**config.mk**
```make
export PLATFORM = sky130hd
export DESIGN_NAME = mips_core
export DESIGN_NICKNAME = d
export VERILOG_FILES = /design/src/cpu_pkg.sv /design/src/mips_core.sv /design/src/perf_counters.sv /design/src/mem_lane.sv /design/src/cpu_control.sv /design/src/instr_decoder.sv /design/src/alu.sv /design/src/reg_file.sv
export SDC_FILE = /design/constraint.sdc
export NUM_CORES = 2
export LEC_CHECK = 0
export CAP_MARGIN = 25
export CORE_ASPECT_RATIO = 0.6
export CORE_MARGIN = 4
export CORE_UTILIZATION = 41
export CTS_CLUSTER_SIZE = 30
export DETAILED_ROUTE_END_ITERATION = 6
export DONT_BUFFER_PORTS = 1
export MAX_ROUTING_LAYER = met4
export SYNTH_ARGS = -nofsm -noshare
export SYNTH_HDL_FRONTEND = slang
export SYNTH_SLANG_ARGS = --single-unit
export TNS_END_PERCENT = 30
```
**constraint.sdc**
```tcl
create_clock -name clk -period 18.83 [get_ports clk]
set_input_delay 0.9415 -clock clk [delete_from_list [all_inputs] [get_ports clk]]
set_output_delay 0.9415 -clock clk [all_outputs]
set_load 0.005 [all_outputs]
```
**src/cpu_pkg.sv**
```systemverilog
`default_nettype none

package cpu_pkg;

    localparam int xlen       = 32;
    localparam int reg_addr_w = 5;
    localparam int reg_count  = 2 ** reg_addr_w;
    localparam int strb_w     = xlen / 8;

    localparam logic [reg_addr_w-1:0] ra_zero = '0;
    localparam logic [xlen-1:0]       pc_step = xlen'(4);

    // Primary opcode field, instr[31:26]
    typedef enum logic [5:0] {
        op_special = 6'h00,
        op_j       = 6'h02,
        op_beq     = 6'h04,
        op_bne     = 6'h05,
        op_addiu   = 6'h09,
        op_slti    = 6'h0a,
        op_sltiu   = 6'h0b,
        op_andi    = 6'h0c,
        op_ori     = 6'h0d,
        op_xori    = 6'h0e,
        op_lui     = 6'h0f,
        op_lb      = 6'h20,
        op_lh      = 6'h21,
        op_lw      = 6'h23,
        op_lbu     = 6'h24,
        op_lhu     = 6'h25,
        op_sb      = 6'h28,
        op_sh      = 6'h29,
        op_sw      = 6'h2b
    } opcode_e;

    // Function field of op_special, instr[5:0]
    typedef enum logic [5:0] {
        fn_addu = 6'h21,
        fn_subu = 6'h23,
        fn_and  = 6'h24,
        fn_or   = 6'h25,
        fn_xor  = 6'h26,
        fn_nor  = 6'h27,
        fn_slt  = 6'h2a,
        fn_sltu = 6'h2b
    } funct_e;

    typedef enum logic [2:0] {
        alu_add, alu_sub, alu_and, alu_or, alu_xor, alu_nor, alu_slt, alu_sltu
    } alu_op_e;

    typedef enum logic [2:0] {
        cls_nop, cls_alu, cls_load, cls_store, cls_branch, cls_jump
    } instr_class_e;

    typedef enum logic [1:0] {
        size_byte, size_half, size_word
    } mem_size_e;

    typedef enum logic [1:0] {
        wb_alu, wb_upper, wb_load
    } wb_sel_e;

    typedef enum logic [3:0] {
        st_rst, st_if, st_iw, st_id, st_ex, st_wb, st_st, st_ld, st_rdw
    } state_e;

endpackage

`default_nettype wire
```
**src/mips_core.sv**
```systemverilog
`timescale 1ns/1ps
`default_nettype none

module mips_core
    import cpu_pkg::*;
(
    input  wire logic              clk,
    input  wire logic              rst,
    output logic      [xlen-1:0]   pc,
    output logic                   inst_req_valid,
    input  wire logic              inst_req_ready,
    input  wire logic [xlen-1:0]   instruction,
    input  wire logic              inst_valid,
    output logic                   inst_ready,
    output logic      [xlen-1:0]   mem_addr,
    output logic                   mem_write,
    output logic      [xlen-1:0]   write_data,
    output logic      [strb_w-1:0] write_strb,
    output logic                   mem_read,
    input  wire logic              mem_req_ready,
    input  wire logic [xlen-1:0]   read_data,
    input  wire logic              read_data_valid,
    output logic                   read_data_ready,
    output logic      [xlen-1:0]   perf_cycles,
    output logic      [xlen-1:0]   perf_instrs,
    output logic      [xlen-1:0]   perf_mem_ops
);

    logic [xlen-1:0]       instr_q;
    logic [xlen-1:0]       imm_ext;
    logic [xlen-1:0]       rdata1;
    logic [xlen-1:0]       rdata2;
    logic [xlen-1:0]       alu_b;
    logic [xlen-1:0]       alu_result;
    logic [xlen-1:0]       load_value;
    logic [xlen-1:0]       wb_data;
    logic [reg_addr_w-1:0] rf_waddr;
    logic                  alu_zero;
    logic                  alu_src_imm;
    logic                  branch_ne;
    logic                  rf_write;
    logic                  rf_wen;
    logic                  load_unsigned;
    logic                  fetch_fire;
    logic                  mem_fire;
    instr_class_e          instr_class;
    alu_op_e               alu_op;
    mem_size_e             mem_size;
    wb_sel_e               wb_sel;

    cpu_control cpu_control_i (
        .clk            (clk),
        .rst            (rst),
        .inst_req_ready (inst_req_ready),
        .inst_valid     (inst_valid),
        .mem_req_ready  (mem_req_ready),
        .read_data_valid(read_data_valid),
        .instruction    (instruction),
        .instr_class    (instr_class),
        .branch_ne      (branch_ne),
        .alu_zero       (alu_zero),
        .imm_ext        (imm_ext),
        .pc             (pc),
        .instr_q        (instr_q),
        .inst_req_valid (inst_req_valid),
        .inst_ready     (inst_ready),
        .mem_write      (mem_write),
        .mem_read       (mem_read),
        .read_data_ready(read_data_ready),
        .rf_wen         (rf_wen),
        .fetch_fire     (fetch_fire),
        .mem_fire       (mem_fire)
    );

    instr_decoder instr_decoder_i (
        .instr        (instr_q),
        .instr_class  (instr_class),
        .alu_op       (alu_op),
        .alu_src_imm  (alu_src_imm),
        .branch_ne    (branch_ne),
        .rf_write     (rf_write),
        .load_unsigned(load_unsigned),
        .mem_size     (mem_size),
        .wb_sel       (wb_sel),
        .rf_waddr     (rf_waddr),
        .imm_ext      (imm_ext)
    );

    // Sources are always rs and rt of the held instruction
    reg_file reg_file_i (
        .clk   (clk),
        .rst   (rst),
        .raddr1(instr_q[25:21]),
        .raddr2(instr_q[20:16]),
        .waddr (rf_waddr),
        .wdata (wb_data),
        .wen   (rf_wen && rf_write),
        .rdata1(rdata1),
        .rdata2(rdata2)
    );

    assign alu_b = alu_src_imm ? imm_ext : rdata2;

    alu alu_i (
        .a     (rdata1),
        .b     (alu_b),
        .op    (alu_op),
        .result(alu_result),
        .zero  (alu_zero)
    );

    mem_lane mem_lane_i (
        .clk            (clk),
        .addr_low       (alu_result[1:0]),
        .size           (mem_size),
        .load_unsigned  (load_unsigned),
        .store_src      (rdata2),
        .read_data      (read_data),
        .read_data_valid(read_data_valid),
        .read_data_ready(read_data_ready),
        .write_data     (write_data),
        .write_strb     (write_strb),
        .load_value     (load_value)
    );

    perf_counters perf_counters_i (
        .clk         (clk),
        .rst         (rst),
        .fetch_fire  (fetch_fire),
        .mem_fire    (mem_fire),
        .perf_cycles (perf_cycles),
        .perf_instrs (perf_instrs),
        .perf_mem_ops(perf_mem_ops)
    );

    assign mem_addr = {alu_result[xlen-1:2], 2'b00};

    always_comb begin
        case (wb_sel)
            wb_upper: wb_data = {imm_ext[15:0], 16'h0000};
            wb_load:  wb_data = load_value;
            default:  wb_data = alu_result;
        endcase
    end

    assert property (@(posedge clk) disable iff (rst)
        (mem_write || mem_read) && mem_size == size_half |-> !alu_result[0])
        else $error("mips_core: misaligned halfword access");

endmodule

`default_nettype wire

```
**src/perf_counters.sv**
```systemverilog
`timescale 1ns/1ps
`default_nettype none

module perf_counters
    import cpu_pkg::*;
(
    input  wire logic            clk,
    input  wire logic            rst,
    input  wire logic            fetch_fire,
    input  wire logic            mem_fire,
    output logic      [xlen-1:0] perf_cycles,
    output logic      [xlen-1:0] perf_instrs,
    output logic      [xlen-1:0] perf_mem_ops
);

    always_ff @(posedge clk) begin
        if (rst) begin
            perf_cycles  <= '0;
            perf_instrs  <= '0;
            perf_mem_ops <= '0;
        end else begin
            perf_cycles <= perf_cycles + 1'b1;
            // Accepted fetches, not retired instructions
            if (fetch_fire) begin
                perf_instrs <= perf_instrs + 1'b1;
            end
            if (mem_fire) begin
                perf_mem_ops <= perf_mem_ops + 1'b1;
            end
        end
    end

endmodule

`default_nettype wire

```
**src/mem_lane.sv**
```systemverilog
`timescale 1ns/1ps
`default_nettype none

module mem_lane
    import cpu_pkg::*;
(
    input  wire logic                 clk,
    input  wire logic      [1:0]      addr_low,
    input  wire mem_size_e            size,
    input  wire logic                 load_unsigned,
    input  wire logic      [xlen-1:0] store_src,
    input  wire logic      [xlen-1:0] read_data,
    input  wire logic                 read_data_valid,
    input  wire logic                 read_data_ready,
    output logic           [xlen-1:0] write_data,
    output logic           [strb_w-1:0] write_strb,
    output logic           [xlen-1:0] load_value
);

    logic [xlen-1:0] read_q;
    logic [xlen-1:0] lane;

    // Replicate narrow store data so every lane carries it
    always_comb begin
        case (size)
            size_byte: begin
                write_data = {strb_w{store_src[7:0]}};
                write_strb = strb_w'(1) << addr_low;
            end
            size_half: begin
                write_data = {(strb_w/2){store_src[15:0]}};
                write_strb = strb_w'(2'b11) << {addr_low[1], 1'b0};
            end
            default: begin
                write_data = store_src;
                write_strb = '1;
            end
        endcase
    end

    always_ff @(posedge clk) begin
        if (read_data_valid && read_data_ready) begin
            read_q <= read_data;
        end
    end

    // Addressed byte or halfword lands at bit 0
    assign lane = read_q >> {addr_low, 3'b000};

    always_comb begin
        case (size)
            size_byte:
                load_value = {{(xlen-8){lane[7] & ~load_unsigned}}, lane[7:0]};
            size_half:
                load_value = {{(xlen-16){lane[15] & ~load_unsigned}}, lane[15:0]};
            default:
                load_value = read_q;
        endcase
    end

endmodule

`default_nettype wire

```
**src/cpu_control.sv**
```systemverilog
`timescale 1ns/1ps
`default_nettype none

module cpu_control
    import cpu_pkg::*;
(
    input  wire logic                    clk,
    input  wire logic                    rst,
    input  wire logic                    inst_req_ready,
    input  wire logic                    inst_valid,
    input  wire logic                    mem_req_ready,
    input  wire logic                    read_data_valid,
    input  wire logic         [xlen-1:0] instruction,
    input  wire instr_class_e            instr_class,
    input  wire logic                    branch_ne,
    input  wire logic                    alu_zero,
    input  wire logic         [xlen-1:0] imm_ext,
    output logic              [xlen-1:0] pc,
    output logic              [xlen-1:0] instr_q,
    output logic                         inst_req_valid,
    output logic                         inst_ready,
    output logic                         mem_write,
    output logic                         mem_read,
    output logic                         read_data_ready,
    output logic                         rf_wen,
    output logic                         fetch_fire,
    output logic                         mem_fire
);

    state_e          state;
    state_e          state_next;
    logic [xlen-1:0] pc_plus;
    logic [xlen-1:0] pc_next;
    logic            branch_taken;

    always_ff @(posedge clk) begin
        if (rst) begin
            state <= st_rst;
        end else begin
            state <= state_next;
        end
    end

    always_comb begin
        state_next = state;
        case (state)
            st_rst: state_next = st_if;
            st_if:  if (inst_req_ready) state_next = st_iw;
            st_iw:  if (inst_valid) state_next = st_id;
            st_id:  state_next = (instr_class == cls_nop) ? st_if : st_ex;
            st_ex: begin
                case (instr_class)
                    cls_alu:   state_next = st_wb;
                    cls_load:  state_next = st_ld;
                    cls_store: state_next = st_st;
                    default:   state_next = st_if;
                endcase
            end
            st_wb:  state_next = st_if;
            st_st:  if (mem_req_ready) state_next = st_if;
            st_ld:  if (mem_req_ready) state_next = st_rdw;
            st_rdw: if (read_data_valid) state_next = st_wb;
            default: state_next = st_rst;
        endcase
    end

    always_ff @(posedge clk) begin
        if (inst_valid && inst_ready) begin
            instr_q <= instruction;
        end
    end

    // ALU is subtracting rs and rt while in st_id
    assign branch_taken = (instr_class == cls_branch) && (alu_zero != branch_ne);
    assign pc_plus      = pc + pc_step;

    always_comb begin
        if (branch_taken) begin
            pc_next = pc_plus + {imm_ext[xlen-3:0], 2'b00};
        end else if (instr_class == cls_jump) begin
            pc_next = {pc_plus[xlen-1:xlen-4], instr_q[25:0], 2'b00};
        end else begin
            pc_next = pc_plus;
        end
    end

    always_ff @(posedge clk) begin
        if (rst) begin
            pc <= '0;
        end else if (state == st_id) begin
            pc <= pc_next;
        end
    end

    assign inst_req_valid  = (state == st_if);
    assign inst_ready      = (state == st_iw);
    assign mem_write       = (state == st_st);
    assign mem_read        = (state == st_ld);
    assign read_data_ready = (state == st_rdw);
    assign rf_wen          = (state == st_wb);
    assign fetch_fire      = inst_req_valid && inst_req_ready;
    assign mem_fire        = (mem_write || mem_read) && mem_req_ready;

    assert property (@(posedge clk) disable iff (rst) !(mem_write && mem_read))
        else $error("cpu_control: read and write requested together");

endmodule

`default_nettype wire

```
**src/instr_decoder.sv**
```systemverilog
`timescale 1ns/1ps
`default_nettype none

module instr_decoder
    import cpu_pkg::*;
(
    input  wire logic         [xlen-1:0]       instr,
    output instr_class_e                       instr_class,
    output alu_op_e                            alu_op,
    output logic                               alu_src_imm,
    output logic                               branch_ne,
    output logic                               rf_write,
    output logic                               load_unsigned,
    output mem_size_e                          mem_size,
    output wb_sel_e                            wb_sel,
    output logic              [reg_addr_w-1:0] rf_waddr,
    output logic              [xlen-1:0]       imm_ext
);

    opcode_e               opcode;
    funct_e                funct;
    logic [reg_addr_w-1:0] rt;
    logic [reg_addr_w-1:0] rd;
    logic [15:0]           imm;

    assign opcode = opcode_e'(instr[31:26]);
    assign funct  = funct_e'(instr[5:0]);
    assign rt     = instr[20:16];
    assign rd     = instr[15:11];
    assign imm    = instr[15:0];

    always_comb begin
        instr_class = cls_nop;
        alu_op      = alu_add;
        alu_src_imm = 1'b0;
        branch_ne   = 1'b0;
        rf_write    = 1'b0;
        wb_sel      = wb_alu;
        rf_waddr    = rt;
        imm_ext     = {{(xlen-16){imm[15]}}, imm};
        case (opcode)
            op_special: begin
                instr_class = cls_alu;
                rf_write    = 1'b1;
                rf_waddr    = rd;
                case (funct)
                    fn_addu: alu_op = alu_add;
                    fn_subu: alu_op = alu_sub;
                    fn_and:  alu_op = alu_and;
                    fn_or:   alu_op = alu_or;
                    fn_xor:  alu_op = alu_xor;
                    fn_nor:  alu_op = alu_nor;
                    fn_slt:  alu_op = alu_slt;
                    fn_sltu: alu_op = alu_sltu;
                    // Includes the all-zero word
                    default: begin
                        instr_class = cls_nop;
                        rf_write    = 1'b0;
                    end
                endcase
            end
            op_addiu, op_slti, op_sltiu, op_lui: begin
                instr_class = cls_alu;
                alu_src_imm = 1'b1;
                rf_write    = 1'b1;
                if (opcode == op_slti) begin
                    alu_op = alu_slt;
                end else if (opcode == op_sltiu) begin
                    alu_op = alu_sltu;
                end else if (opcode == op_lui) begin
                    wb_sel = wb_upper;
                end
            end
            op_andi, op_ori, op_xori: begin
                instr_class = cls_alu;
                alu_src_imm = 1'b1;
                rf_write    = 1'b1;
                // Logical immediates are zero extended
                imm_ext     = {{(xlen-16){1'b0}}, imm};
                if (opcode == op_andi) begin
                    alu_op = alu_and;
                end else if (opcode == op_ori) begin
                    alu_op = alu_or;
                end else begin
                    alu_op = alu_xor;
                end
            end
            op_beq, op_bne: begin
                instr_class = cls_branch;
                alu_op      = alu_sub;
                branch_ne   = (opcode == op_bne);
            end
            op_j: instr_class = cls_jump;
            op_lb, op_lbu, op_lh, op_lhu, op_lw: begin
                instr_class = cls_load;
                alu_src_imm = 1'b1;
                rf_write    = 1'b1;
                wb_sel      = wb_load;
            end
            op_sb, op_sh, op_sw: begin
                instr_class = cls_store;
                alu_src_imm = 1'b1;
            end
            default: instr_class = cls_nop;
        endcase
    end

    // Access width and extension, shared by loads and stores
    always_comb begin
        load_unsigned = (opcode == op_lbu) || (opcode == op_lhu);
        case (opcode)
            op_lb, op_lbu, op_sb: mem_size = size_byte;
            op_lh, op_lhu, op_sh: mem_size = size_half;
            default:              mem_size = size_word;
        endcase
    end

endmodule

`default_nettype wire

```
**src/alu.sv**
```systemverilog
`timescale 1ns/1ps
`default_nettype none

module alu
    import cpu_pkg::*;
(
    input  wire logic    [xlen-1:0] a,
    input  wire logic    [xlen-1:0] b,
    input  wire alu_op_e            op,
    output logic         [xlen-1:0] result,
    output logic                    zero
);

    always_comb begin
        case (op)
            alu_add: result = a + b;
            alu_sub: result = a - b;
            alu_and: result = a & b;
            alu_or:  result = a | b;
            alu_xor: result = a ^ b;
            alu_nor: result = ~(a | b);
            // Set-less-than results occupy bit 0 only
            alu_slt: begin
                result = xlen'($signed(a) < $signed(b));
            end
            alu_sltu: begin
                result = xlen'(a < b);
            end
            default: result = a + b;
        endcase
    end

    // Branches compare with a subtract and look at this flag
    assign zero = (result == '0);

endmodule

`default_nettype wire

```
**src/reg_file.sv**
```systemverilog
`timescale 1ns/1ps
`default_nettype none

module reg_file
    import cpu_pkg::*;
(
    input  wire logic                  clk,
    input  wire logic                  rst,
    input  wire logic [reg_addr_w-1:0] raddr1,
    input  wire logic [reg_addr_w-1:0] raddr2,
    input  wire logic [reg_addr_w-1:0] waddr,
    input  wire logic [xlen-1:0]       wdata,
    input  wire logic                  wen,
    output logic      [xlen-1:0]       rdata1,
    output logic      [xlen-1:0]       rdata2
);

    logic [xlen-1:0] regs [reg_count];

    always_ff @(posedge clk) begin
        if (rst) begin
            for (int i = 0; i < reg_count; i++) begin
                regs[i] <= '0;
            end
        end else if (wen && waddr != ra_zero) begin
            regs[waddr] <= wdata;
        end
    end

    // Register 0 reads as zero regardless of array contents
    assign rdata1 = (raddr1 == ra_zero) ? '0 : regs[raddr1];
    assign rdata2 = (raddr2 == ra_zero) ? '0 : regs[raddr2];

    assert property (@(posedge clk) disable iff (rst) wen |=> regs[ra_zero] == '0)
        else $error("reg_file: register 0 modified by a write");

endmodule

`default_nettype wire

```
==> parameters.txt <==
Parameter                              Value

Status
  Outcome    complete, no violations

STA
  Crit share post-route    59.21%
  Least-Margin Pin Slew    1.366 ns
  Max-slew headroom    between 8 and 9%
  Setup TNS Final    0 ns
  Worst-case clock skew    approximately 0.034 ns
  Count of endpoints failing setup in the final report    0
  Max-slew violation total from the final report    0
  Min Hold Slack    between 0.2 and 0.3 ns
  Setup repair after global routing missed its margin    no
  Final Hold Vio Count    0
  Time the final worst path needs with I/O delays and setup    approximately 11 ns
  Highest clock frequency the design can meet    between 80 and 90 MHz

Setup path
  Top cell by count, worst path    buf_4
  Worst-path fanout max    43
  Nature of the critical path endpoint    output pin
  Worst EP arrival    10.21 ns
  Delay of the slowest critical-path stage    between 0.9 and 1 ns
  WP data required    17.89 ns
  Cell-by-cell trace of the critical path    buf_4, buf_4, buf_4, mux4_2, mux4_2, mux2i_1, or2_2, o21ai_0, ha_1, or3_1, nand2b_1, or3_1, nor3_1, a21oi_1, o211ai_1, a21boi_1, nor2_2, buf_4, nor2_1, o21ai_1, buf_4
  Standard cell with the maximum stage delay on the critical path    dfxtp_4
  Buffers & Inverters on Critical Path    5
  Startpoint-to-endpoint class of the critical path    reg -> out
  Critical Path Start Type    flip-flop
  Number of cells on the worst reg-to-reg path    21
  Cell family with most CP delay    buffers and inverters
  Minimum setup slack among reg-to-reg paths    between 8 and 9 ns
  Worst r2r dst    cpu_control_i.pc[4]$_SDFFE_PP0P_

Pwr
  Sequential Power Share    29.5%
  Lkg Pwr    roughly 0.027 µW
  Part of the total power dissipated in the clock network    around a fifth
  Maximum VDD drop    between 0.2 and 0.25 mV
  Combinational share of power    49.3%
  Sw frac    between 40 and 50%
  Internal power component    about 6000 µW
  Switching power of the nets    between 4000 and 5000 µW
  Total power after layout    11040 µW
  Pwr/cell area    143.7 mW/mm²

Global routing
  First-pass GRT wire length    377.7 mm
  Total global routing track utilization    a little under a third
  Number of global-route vias before repair    48810
  Gr ovfl total    0
  Maximum number of pins on one net before global-route repair    197
  Initial antenna violation count    21

Yosys
  Avg Synthesized Cell Area    between 10 and 15 µm²
  Netlist Area Pre-Place    0.07027 mm²
  Dominant register cell in the synthesized netlist    edfxtp_1
  Number of synthesis warnings    0
  Gate count of the mapped netlist    5629
  Cell variety after synth    94
  Number of enable-type register cells in the synthesized netlist    1088
  Part of the Yosys area used for sequential elements    50.48%
  FF+latch count, synth    roughly 1200
  Post-synthesis async set-or-reset flop share    0%

CTS
  Clock latency on the worst-skew pair    about 0.75 ns
  Number of buffers created by CTS    ~110
  Maximum level of the CTS H-tree    3
  Post_cts resized    0
  Clock tree from TritonCTS    built
  Number of hold buffers added after CTS    0
  Setup Fix Bufs, Post-CTS    0
  Clock-pin slew reported for the worst setup and hold paths after clock tree synthesis    about 0.080 ns
  Largest buffer count on any clock path    3
  Cell at the root of the clock tree    clkbuf_16
  Total number of clock tree sinks    about 1200

Floorplan
  Io pins    roughly 270
  Starting density of the core    between 40% and 50%
  Placeable core area    about 0.17 mm²
  Row cnt    117
  Die outline area    ~0.18 mm²
  Vertical extent of the die    328.7 µm
  Overall die width    542.5 µm

Routing
  Top metal layer carrying routed signals    met4
  Routed WL per cell    roughly 35 µm
  Via density per instance    6.586
  Remaining routing DRC violations    0
  Total number of vias    roughly 52000
  First-pass detailed-route iteration total    7
  Final ANT Viol Nets    0
  Final WL    between 200 and 300 mm
  Total routed wire length on the met1 layer    around 110 mm
  Iteration-0 DRC Markers    8802
  Amount of wire on met3 after detailed routing    between 40 and 50 mm
  Met2 wire length    between 100 and 150 mm

Cells and area
  Area growth, synth to finish    9.379%
  Share of post-route cells with drive strength above 1    21.74%
  Most frequent cells in the layout    nor2_1, edfxtp_1, mux4_2, nand2_1, buf_4
  Total Nets Final    5686
  Leading cell type in the layout, fill and taps excluded    nor2_1
  Final core utilization    45.22%

Job
  Maxcap violations    0

Hold path
  Hold_sp    read_data[17]
  Hold path cells    0
  Hold Crit Endpoint    mem_lane_i.read_q[17]$_DFFE_PP_
  Class of the tightest hold or removal check    in -> reg

Placed design
  Post-DP HPWL    about 180 mm
  RePlAce Congestion    about 1.0
  I/O Buffers    0
Yosys cell counts, drive strengths merged (68+ instances only):
| cell | number | area share (%) |
|---|---|---|
| nor2 | 1265 | 6.8 |
| edfxtp | 1088 | 46 |
| mux4 | 640 | 21 |
| clkbuf | 372 | 2.0 |
| nand2 | 277 | 1.5 |
| a21oi | 152 | 1.1 |
| dfxtp | 140 | 4.0 |
| o21ai | 140 | 1.0 |
| ha | 138 | 2.5 |
| inv | 130 | 0.69 |
| buf | 121 | 0.81 |
| xor2 | 91 | 1.1 |
| nand2b | 90 | 0.80 |
| nand3 | 86 | 0.61 |
| mux2i | 78 | 1.1 |
| nor3 | 68 | 0.51 |
power groups by stage:
stage          clock [µW]  combinational [µW]  sequential [µW]
2_1_floorplan           0                3380             3180
5_1_grt              2480                5660             3270
4_1_cts              2360                5230             3250
3_5_place_dp            0                5210             3310
6_report             2340                5440             3260
3_3_place_gp            0                5180             3310
through the flow:
step | std cells | area [µm²] | worst slack, ns
6_report | 7849 | 76860 | 7.681
5_1_grt | 7847 | 76850 | 7.011
4_1_cts | 7822 | 76710 | 7.613
3_5_place_dp | 7614 | 73100 | 8.056
3_3_place_gp | 7605 | 73030 | 8.107
2_1_floorplan | 5664 | 70400 | 11.59
state kept, by name, indices dropped and copies added, names as in the netlist, named ones only:
register                      count
reg_file_i.regs                1024
perf_counters_i.perf_cycles      32
cpu_control_i.state               4
cpu_control_i.pc                 30
mem_lane_i.read_q                32
perf_counters_i.perf_instrs      32
perf_counters_i.perf_mem_ops     32
cpu_control_i.instr_q            32
kinds of logic after synthesis:
kind of cell / after synthesis / share of synthesized area (%)
muxes: 778 / 22.59
buffers and inverters: 625 / 3.504
other: 1 / 0.005337
AOI/OAI and AO/OA: 693 / 6.709
and+or+nand+nor: 2013 / 12.29
adders and majority gates: 141 / 2.543
xor gates and xnor gates: 150 / 1.870
DFF: 1228 / 50.48
layout make-up:
cell class              count  area (µm²)
fillers                 15110       93100
flip-flops and latches   1228       35510
multi-input cells        3811       32890
clock buffers             138        2963
well taps                2261        2829
repair buffers            191        1484
clock inverters            70       648.1
inverters                 132       495.5
diodes                     18       45.04
worst max path at each step:
stage	cells after the start	slack [ns]	to	start
after CTS	21	7.61	write_strb[0]	flip-flop
after detailed placement	23	8.06	cpu_control_i.pc[4]$_SDFFE_PP0P_	flip-flop
after global routing	21	7.01	write_strb[0]	flip-flop
after floorplan	24	11.59	cpu_control_i.pc[10]$_SDFFE_PP0P_	flip-flop
final	21	7.68	write_strb[0]	flip-flop
after global placement	23	8.11	cpu_control_i.pc[12]$_SDFFE_PP0P_	flip-flop
metal layers:
layer / GRT usage (%) / up-vias
met3: 12.47 / 475
met1: 45.68 / 26400
met4: 7.671 / 0
met2: 38.00 / 3936
li1: - / 20890
met5: - / -
No activity file was read; power rests on OpenSTA's default activity.
